[src/xconf_settings.svh]
`ifndef XCONF_SETTINGS_SVH
`define XCONF_SETTINGS_SVH

// slot counts, two ports per memory
`define N_MEM             2
`define N_MEM_PORT        (2*`N_MEM)
`define N_ALU             2
`define N_MUL             2

// field widths
`define SEL_W             5
`define MEM_ADDR_W        10
`define PERIOD_W          5
`define ALU_FNS_W         4
`define MUL_FNS_W         2

// control port
`define CTR_ADDR_W        7
`define CTR_DATA_W        32

// address map
`define CONF_CLEAR        0
`define CONF_MEM_BASE     16
`define MEM_CONF_STRIDE   16
`define CONF_ALU_BASE     80
`define CONF_MUL_BASE     96
`define FU_CONF_STRIDE    4

// memory port field indices
`define MEM_F_ITER        0
`define MEM_F_PER         1
`define MEM_F_DUTY        2
`define MEM_F_SEL         3
`define MEM_F_START       4
`define MEM_F_SHIFT       5
`define MEM_F_INCR        6
`define MEM_F_DELAY       7
`define MEM_F_RVRS        8
`define MEM_F_EXT         9
`define MEM_F_IN_WR       10
`define MEM_F_ITER2       11
`define MEM_F_PER2        12
`define MEM_F_SHIFT2      13
`define MEM_F_INCR2       14

// functional unit field indices
`define FU_F_SELA         0
`define FU_F_SELB         1
`define FU_F_FNS          2

// packed slot widths
`define MEM_CONF_BITS     (7*`MEM_ADDR_W + 4*`PERIOD_W + `SEL_W + 3)
`define ALU_CONF_BITS     (2*`SEL_W + `ALU_FNS_W)
`define MUL_CONF_BITS     (2*`SEL_W + `MUL_FNS_W)
`define CONF_BITS         (`N_MEM_PORT*`MEM_CONF_BITS + `N_ALU*`ALU_CONF_BITS + `N_MUL*`MUL_CONF_BITS)

`endif

[src/xconf_pkg.sv]
`default_nettype none
`include "xconf_settings.svh"

package xconf_pkg;

   typedef logic [`SEL_W-1:0]      sel_t;

   // address generator fields
   typedef logic [`MEM_ADDR_W-1:0] mem_addr_t;
   typedef logic [`PERIOD_W-1:0]   period_t;

   typedef logic [`ALU_FNS_W-1:0]  alu_fns_t;
   typedef logic [`MUL_FNS_W-1:0]  mul_fns_t;

   typedef logic [`CTR_ADDR_W-1:0] ctr_addr_t;
   typedef logic [`CTR_DATA_W-1:0] ctr_data_t;

   typedef logic [1:0]             fu_field_t;
   typedef logic [3:0]             mem_field_t;

   // field order follows the index map, iter at the top
   typedef struct packed {
      mem_addr_t iter;
      period_t   per;
      period_t   duty;
      sel_t      sel;
      mem_addr_t start;
      mem_addr_t shift;
      mem_addr_t incr;
      period_t   delay;
      logic      rvrs;
      logic      ext;
      logic      in_wr;
      mem_addr_t iter2;
      period_t   per2;
      mem_addr_t shift2;
      mem_addr_t incr2;
   } mem_port_conf_t;

   typedef logic [`CONF_BITS-1:0]  conf_vec_t;

endpackage

`default_nettype wire

[src/conf_addr_dec.sv]
`timescale 1ns/1ns
`default_nettype none
`include "xconf_settings.svh"

module conf_addr_dec (
   input  logic                    ctr_valid,
   input  logic                    ctr_we,
   input  xconf_pkg::ctr_addr_t    ctr_addr,
   output logic                    clr,
   output logic [`N_MEM_PORT-1:0]  mem_we,
   output logic [`N_ALU-1:0]       alu_we,
   output logic [`N_MUL-1:0]       mul_we,
   output xconf_pkg::mem_field_t   mem_field,
   output xconf_pkg::fu_field_t    fu_field
);

   import xconf_pkg::*;

   logic      wr;
   logic      wr_slot;
   ctr_addr_t mem_off;
   ctr_addr_t alu_off;
   ctr_addr_t mul_off;
   ctr_addr_t mem_slot;
   ctr_addr_t alu_slot;
   ctr_addr_t mul_slot;
   logic      mem_hit;
   logic      alu_hit;
   logic      mul_hit;

   assign wr      = ctr_valid & ctr_we;
   assign clr     = wr & (ctr_addr == ctr_addr_t'(`CONF_CLEAR));
   assign wr_slot = wr & ~clr;

   // offset from each kind's base
   assign mem_off = ctr_addr - ctr_addr_t'(`CONF_MEM_BASE);
   assign alu_off = ctr_addr - ctr_addr_t'(`CONF_ALU_BASE);
   assign mul_off = ctr_addr - ctr_addr_t'(`CONF_MUL_BASE);

   assign mem_slot = mem_off / ctr_addr_t'(`MEM_CONF_STRIDE);
   assign alu_slot = alu_off / ctr_addr_t'(`FU_CONF_STRIDE);
   assign mul_slot = mul_off / ctr_addr_t'(`FU_CONF_STRIDE);

   assign mem_field = mem_field_t'(mem_off % ctr_addr_t'(`MEM_CONF_STRIDE));
   // both fu bases are stride aligned so alu and mul share one field index
   assign fu_field  = fu_field_t'(alu_off % ctr_addr_t'(`FU_CONF_STRIDE));

   // in range and a field that exists
   assign mem_hit = wr_slot
                    & (ctr_addr >= ctr_addr_t'(`CONF_MEM_BASE))
                    & (mem_slot < ctr_addr_t'(`N_MEM_PORT))
                    & (mem_field <= mem_field_t'(`MEM_F_INCR2));
   assign alu_hit = wr_slot
                    & (ctr_addr >= ctr_addr_t'(`CONF_ALU_BASE))
                    & (alu_slot < ctr_addr_t'(`N_ALU))
                    & (fu_field <= fu_field_t'(`FU_F_FNS));
   assign mul_hit = wr_slot
                    & (ctr_addr >= ctr_addr_t'(`CONF_MUL_BASE))
                    & (mul_slot < ctr_addr_t'(`N_MUL))
                    & (fu_field <= fu_field_t'(`FU_F_FNS));

   always_comb begin
      for (int i = 0; i < `N_MEM_PORT; i++) begin
         mem_we[i] = mem_hit & (mem_slot == ctr_addr_t'(i));
      end
      for (int i = 0; i < `N_ALU; i++) begin
         alu_we[i] = alu_hit & (alu_slot == ctr_addr_t'(i));
      end
      for (int i = 0; i < `N_MUL; i++) begin
         mul_we[i] = mul_hit & (mul_slot == ctr_addr_t'(i));
      end
   end

endmodule

`default_nettype wire

[src/mem_port_conf.sv]
`timescale 1ns/1ns
`default_nettype none
`include "xconf_settings.svh"

module mem_port_conf (
   input  logic                        rst,
   input  logic                        clk,
   input  logic                        ld,
   input  xconf_pkg::mem_port_conf_t   ld_conf,
   input  logic                        clr,
   input  logic                        we,
   input  xconf_pkg::mem_field_t       field,
   input  xconf_pkg::ctr_data_t        data,
   output xconf_pkg::mem_port_conf_t   conf
);

   import xconf_pkg::*;

   // rst is the clock and clk the async reset here
   always_ff @(posedge rst, posedge clk) begin
      if (clk) begin
         conf <= '0;
      end else if (ld) begin
         conf <= ld_conf;
      end else if (clr) begin
         conf <= '0;
      end else if (we) begin
         case (field)
            `MEM_F_ITER: begin
               conf.iter <= mem_addr_t'(data);
            end
            `MEM_F_PER: begin
               conf.per <= period_t'(data);
            end
            `MEM_F_DUTY: begin
               conf.duty <= period_t'(data);
            end
            `MEM_F_SEL: begin
               conf.sel <= sel_t'(data);
            end
            `MEM_F_START: begin
               conf.start <= mem_addr_t'(data);
            end
            `MEM_F_SHIFT: begin
               conf.shift <= mem_addr_t'(data);
            end
            `MEM_F_INCR: begin
               conf.incr <= mem_addr_t'(data);
            end
            `MEM_F_DELAY: begin
               conf.delay <= period_t'(data);
            end
            `MEM_F_RVRS: begin
               conf.rvrs <= data[0];
            end
            `MEM_F_EXT: begin
               conf.ext <= data[0];
            end
            `MEM_F_IN_WR: begin
               conf.in_wr <= data[0];
            end
            // second address generator level
            `MEM_F_ITER2: begin
               conf.iter2 <= mem_addr_t'(data);
            end
            `MEM_F_PER2: begin
               conf.per2 <= period_t'(data);
            end
            `MEM_F_SHIFT2: begin
               conf.shift2 <= mem_addr_t'(data);
            end
            `MEM_F_INCR2: begin
               conf.incr2 <= mem_addr_t'(data);
            end
            default: begin
               // index 15 has no field
               conf <= conf;
            end
         endcase
      end
   end

endmodule

`default_nettype wire

[src/fu_conf.sv]
`timescale 1ns/1ns
`default_nettype none
`include "xconf_settings.svh"

module fu_conf #(
   parameter type fns_t = xconf_pkg::alu_fns_t
) (
   input  logic                  rst,
   input  logic                  clk,
   input  logic                  ld,
   input  xconf_pkg::sel_t       ld_sela,
   input  xconf_pkg::sel_t       ld_selb,
   input  fns_t                  ld_fns,
   input  logic                  clr,
   input  logic                  we,
   input  xconf_pkg::fu_field_t  field,
   input  xconf_pkg::ctr_data_t  data,
   output xconf_pkg::sel_t       sela,
   output xconf_pkg::sel_t       selb,
   output fns_t                  fns
);

   import xconf_pkg::*;

   always_ff @(posedge rst, posedge clk) begin
      if (clk) begin
         sela <= '0;
         selb <= '0;
         fns  <= '0;
      end else if (ld) begin
         sela <= ld_sela;
         selb <= ld_selb;
         fns  <= ld_fns;
      end else if (clr) begin
         sela <= '0;
         selb <= '0;
         fns  <= '0;
      end else if (we) begin
         // field 3 is a hole in the map
         case (field)
            `FU_F_SELA: sela <= sel_t'(data);
            `FU_F_SELB: selb <= sel_t'(data);
            `FU_F_FNS:  fns  <= fns_t'(data);
            default:    fns  <= fns;
         endcase
      end
   end

endmodule

`default_nettype wire

[src/xconf_reg.sv]
`timescale 1ns/1ns
`default_nettype none
`include "xconf_settings.svh"

module xconf_reg (
   input  logic                  rst,
   input  logic                  clk,
   input  logic                  ctr_valid,
   input  logic                  ctr_we,
   input  xconf_pkg::ctr_addr_t  ctr_addr,
   input  xconf_pkg::ctr_data_t  ctr_data,
   input  logic                  conf_ld,
   input  xconf_pkg::conf_vec_t  conf_in,
   output xconf_pkg::conf_vec_t  conf_out
);

   import xconf_pkg::*;

   // msb of each kind's region
   localparam int MEM_TOP = `CONF_BITS - 1;
   localparam int ALU_TOP = MEM_TOP - `N_MEM_PORT*`MEM_CONF_BITS;
   localparam int MUL_TOP = ALU_TOP - `N_ALU*`ALU_CONF_BITS;

   logic                   clr;
   logic [`N_MEM_PORT-1:0] mem_we;
   logic [`N_ALU-1:0]      alu_we;
   logic [`N_MUL-1:0]      mul_we;
   mem_field_t             mem_field;
   fu_field_t              fu_field;

   mem_port_conf_t         mem_conf [`N_MEM_PORT];
   sel_t                   alu_sela [`N_ALU];
   sel_t                   alu_selb [`N_ALU];
   alu_fns_t               alu_fns  [`N_ALU];
   sel_t                   mul_sela [`N_MUL];
   sel_t                   mul_selb [`N_MUL];
   mul_fns_t               mul_fns  [`N_MUL];

   conf_addr_dec conf_addr_dec_inst (
      .ctr_valid (ctr_valid),
      .ctr_we    (ctr_we),
      .ctr_addr  (ctr_addr),
      .clr       (clr),
      .mem_we    (mem_we),
      .alu_we    (alu_we),
      .mul_we    (mul_we),
      .mem_field (mem_field),
      .fu_field  (fu_field)
   );

   for (genvar i = 0; i < `N_MEM_PORT; i++) begin : gen_mem
      mem_port_conf mem_port_conf_inst (
         .rst     (rst),
         .clk     (clk),
         .ld      (conf_ld),
         .ld_conf (conf_in[MEM_TOP - i*`MEM_CONF_BITS -: `MEM_CONF_BITS]),
         .clr     (clr),
         .we      (mem_we[i]),
         .field   (mem_field),
         .data    (ctr_data),
         .conf    (mem_conf[i])
      );
   end

   for (genvar i = 0; i < `N_ALU; i++) begin : gen_alu
      fu_conf #(
         .fns_t (alu_fns_t)
      ) fu_conf_inst (
         .rst     (rst),
         .clk     (clk),
         .ld      (conf_ld),
         .ld_sela (conf_in[ALU_TOP - i*`ALU_CONF_BITS -: `SEL_W]),
         .ld_selb (conf_in[ALU_TOP - i*`ALU_CONF_BITS - `SEL_W -: `SEL_W]),
         .ld_fns  (conf_in[ALU_TOP - i*`ALU_CONF_BITS - 2*`SEL_W -: `ALU_FNS_W]),
         .clr     (clr),
         .we      (alu_we[i]),
         .field   (fu_field),
         .data    (ctr_data),
         .sela    (alu_sela[i]),
         .selb    (alu_selb[i]),
         .fns     (alu_fns[i])
      );
   end

   for (genvar i = 0; i < `N_MUL; i++) begin : gen_mul
      fu_conf #(
         .fns_t (mul_fns_t)
      ) fu_conf_inst (
         .rst     (rst),
         .clk     (clk),
         .ld      (conf_ld),
         .ld_sela (conf_in[MUL_TOP - i*`MUL_CONF_BITS -: `SEL_W]),
         .ld_selb (conf_in[MUL_TOP - i*`MUL_CONF_BITS - `SEL_W -: `SEL_W]),
         .ld_fns  (conf_in[MUL_TOP - i*`MUL_CONF_BITS - 2*`SEL_W -: `MUL_FNS_W]),
         .clr     (clr),
         .we      (mul_we[i]),
         .field   (fu_field),
         .data    (ctr_data),
         .sela    (mul_sela[i]),
         .selb    (mul_selb[i]),
         .fns     (mul_fns[i])
      );
   end

   // slot 0 of each kind sits at the top of its region
   always_comb begin
      for (int i = 0; i < `N_MEM_PORT; i++) begin
         conf_out[MEM_TOP - i*`MEM_CONF_BITS -: `MEM_CONF_BITS] = mem_conf[i];
      end
      for (int i = 0; i < `N_ALU; i++) begin
         conf_out[ALU_TOP - i*`ALU_CONF_BITS -: `ALU_CONF_BITS] =
            {alu_sela[i], alu_selb[i], alu_fns[i]};
      end
      for (int i = 0; i < `N_MUL; i++) begin
         conf_out[MUL_TOP - i*`MUL_CONF_BITS -: `MUL_CONF_BITS] =
            {mul_sela[i], mul_selb[i], mul_fns[i]};
      end
   end

endmodule

`default_nettype wire

[config.mk]
export PLATFORM = sky130hd
export DESIGN_NAME = xconf_reg
export DESIGN_NICKNAME = d
export VERILOG_FILES = /design/src/xconf_pkg.sv /design/src/conf_addr_dec.sv /design/src/mem_port_conf.sv /design/src/fu_conf.sv /design/src/xconf_reg.sv
export VERILOG_INCLUDE_DIRS = /design/src
export SDC_FILE = /design/constraint.sdc
export NUM_CORES = 1
export LEC_CHECK = 0
export BUFFER_PORTS_ARGS = -buffer_cell sky130_fd_sc_hd__buf_2
export CAP_MARGIN = 5
export CORE_AREA = 2 2 362 364
export DETAILED_ROUTE_END_ITERATION = 12
export DIE_AREA = 0 0 364 366
export HOLD_SLACK_MARGIN = 0.12
export PLACE_DENSITY_LB_ADDON = 0.15
export SYNTH_ARGS = -nofsm -noshare
export SYNTH_HDL_FRONTEND = slang
export SYNTH_HIERARCHICAL = 1
export SYNTH_SLANG_ARGS = --single-unit
[constraint.sdc]
create_clock -name rst -period 8.4 [get_ports rst]
set_input_delay 1.68 -clock rst [delete_from_list [all_inputs] [get_ports rst]]
set_output_delay 1.68 -clock rst [all_outputs]
set_load 0.02 [all_outputs]
==> results.cfg <==
[run_status]
run_status = finished clean

[place]
place.detailed.instances = 4632
io_buffer_count = 909
place.gp.congestion = 0.786
dpl.hpwl_um = 88100
dpl-instance-area_um2 = 28300

[setup_path]
timing.critical_path.to_type = flop
cp_data_arrival_time_ns = 5.37
crit_path_top_delay_cell = nor4b_2
worst_reg_to_reg_path_cell_count = 1
rr_startpoint = gen_mul[1].fu_conf_inst/sela[4]
cp_slowest_stage_delay_ns = 0.79
critical_path_peak_fanout = 29
timing.reg2reg.setup_slack_ns = 7.57
cp_top_family = simple AND/OR/NAND/NOR gates
critPathBufInv = 3
type_of_the_setup_path_with_the_least_slack = primary input to flop
startpoint_type = primary input
critical_path.cell_chain = buf_2 > buf_4 > or4b_1 > o21ai_0 > nor4b_2 > nand3b_1 > buf_4 > or2_2 > o211ai_1
r2r-end = gen_mul[1].fu_conf_inst/sela[4]
cpMostUsedCell = buf_4
worstPathRequired_ns = 8.94

[timing]
relSlewSlack_pct = 26.4
drv_slew = 0
setup-violations-final = 0
rsz0062_at_grt = false
finalHoldViolations = 0
finalCritPeriodShare_pct = 57.5
fin_worst_skew_ns = 0
timing.setup.tns_ns = 0
achievable-frequency_mhz = 207
worst_pin_slew_ns = 1.10
post-route-min-period_ns = 4.83

[clocking]
post_cts_buffers = 0
cts_buffer_count = 58
ctsRootBufferMaster = clkbuf_16
cts_buffer_depth = 3
clk_latency_ns = 0.64
cts_tree = done
cts_resized = 0
clk_transition_reported_paths_ns = 0.06
clock_sinks = 444
holdBufCountCts = 0
cts-htree-levels = 2

[synthesis]
edff_count_synth = 0
ys_ff_latch = 444
ys_types = 42
dominantRegCellSynth = dfrtp_1
netlist.area_leader.share_pct = 50.0
synthesis.area_per_instance_um2 = 10.3
yosysSeqAreaShare_pct = 50.0
synth_warnings = 6
synth.most_common_cell = o211ai_1
synth_top_area_cell = dfrtp_1
syn_area_um2 = 22200
synthCells = 2161
syn-num-nets = 2658
synthArstFlopShare_pct = 100
dominant_cells_by_area_after_synthesis = dfrtp_1 50%, o211ai_1 24%, nand2_1 7.6%
synthTopCellsByCount = 713 x o211ai_1, 447 x nand2_1, 444 x dfrtp_1, 140 x clkbuf_1, 66 x buf_2

[drt]
first_iter_violations = 1717
residual_drc = 0
wl_per_cell_um = 27.1
routed-via-count = 22037
first_pass_iters = 7
vias_per_cell = 4.65
drt-total-wl_um = 129000
detail-route-antenna-nets = 0

[hold_path]
hold-path-endpoint = gen_mul[0].fu_conf_inst/selb[4]
worstHoldPathType = flop to flop
min_path_cells = 1
worst_hold_startpoint = gen_mul[0].fu_conf_inst/selb[4]

[grt]
groute.layer.met1.usage_pct = 23.6
first_global_vias = 23027
grt_first_pass_wirelength_um = 181000
grt_start_max_net_pins = 159
global_route.usage.met3_pct = 5.35
busiest_layer = met2
initial_antenna_violation_count = 41
met2_usage_pct = 31.1
grt_usage_pct = 18.6
grt_overflow_total = 0

[floorplan]
die-width_um = 364
ios = 932
fp.dieH_um = 366
core_area_um2 = 129000
dieArea_um2 = 133000
rows = 132
starting_utilization_of_the_core_area_pct = 17.2

[cells_and_area]
stdcell_area_um2 = 30300
area_growth_pct = 36.4
drive_gt1_share_pct = 41.1
final_core_utilization_pct = 23.5
finalNonFillerCells = 4744
nets = 3447

[power_and_ir_drop]
ir_drop_uv = 168
pwr_density_cell_nw_per_um2 = 208
leakage_uw = 0.0131
total_power_consumption_of_the_routed_design_uw = 6300

[job]
max_cap_viol_count = 0
-- area by class of cell --
type / instances / area, µm²
antenna: 10 / 25.0
inverter: 15 / 66.3
clock buffer: 93 / 1840
tap: 1742 / 2180
fill: 14251 / 98700
clock inverter: 9 / 78.8
multi-input combinational: 1466 / 9990
sequential: 444 / 11100
timing repair buffer: 965 / 4990
-- where the power goes --
group          leakage (µW)  switching [µW]  internal, µW  total, µW
Clock              0.000942            1040          1510       2550
Sequential          0.00540             118          2340       2460
Combinational       0.00675             860           424       1280
-- kinds of logic after synthesis --
kind of cell	synth area share, %
compound gates	30.4
simple gates	11.2
flops	50.0
buf+inv	5.12
mux	2.70
fa+ha+maj	0.507
xor+xnor	0.0395
-- stage by stage --
step	worst slack, ns	hold WS, ns
finish	3.57	0.502
global placement	2.56	0.486
global route	3.17	0.518
CTS	3.26	0.504
floorplan	3.24	0.635
detailed placement	2.53	0.490
-- layout by cell type (no fill, tap or decap), types with 11 or more instances in the layout --
cell,netlist,final
a22o_1,52,52
buf_2,66,908
buf_4,6,55
clkbuf_1,140,13
clkbuf_16,0,61
clkbuf_8,0,19
dfrtp_1,444,444
inv_1,15,11
mux2_2,48,48
nand2_1,447,447
nand3b_1,14,14
o211ai_1,713,713
o211ai_2,60,60
o311ai_1,12,12
or2_2,29,29
or2_4,12,12
-- worst max-delay path by stage --
stage	start	cells past startpoint	slack [ns]	to
final	ctr_addr[1]	9	3.57	gen_mem[1].mem_port_conf_inst/conf[41]
after global routing	ctr_addr[5]	10	3.17	gen_mem[1].mem_port_conf_inst/conf[38]
after CTS	ctr_addr[1]	9	3.26	gen_mem[1].mem_port_conf_inst/conf[38]
after detailed placement	ctr_addr[1]	9	2.53	gen_mem[1].mem_port_conf_inst/conf[39]
after global placement	ctr_addr[1]	9	2.56	gen_mem[1].mem_port_conf_inst/conf[42]
after floorplan	ctr_addr[5]	8	3.24	gen_mem[0].mem_port_conf_inst/conf[0]
-- metal layers --
layer	routed length (µm)	vias up
met1	54300	11219
met5	298	-
met3	9690	162
met4	2440	50
met2	61900	807
li1	-	9799
-- registers in the layout, summed over array words and instances (netlist names) --
signal	count
gen_mul.fu_conf_inst/fns	4
gen_mul.fu_conf_inst/selb	10
gen_mul.fu_conf_inst/sela	10
gen_alu.fu_conf_inst/selb	10
gen_mem.mem_port_conf_inst/conf	392
gen_alu.fu_conf_inst/fns	8
gen_alu.fu_conf_inst/sela	10
Note: power is estimated with default switching activity, not from simulation.
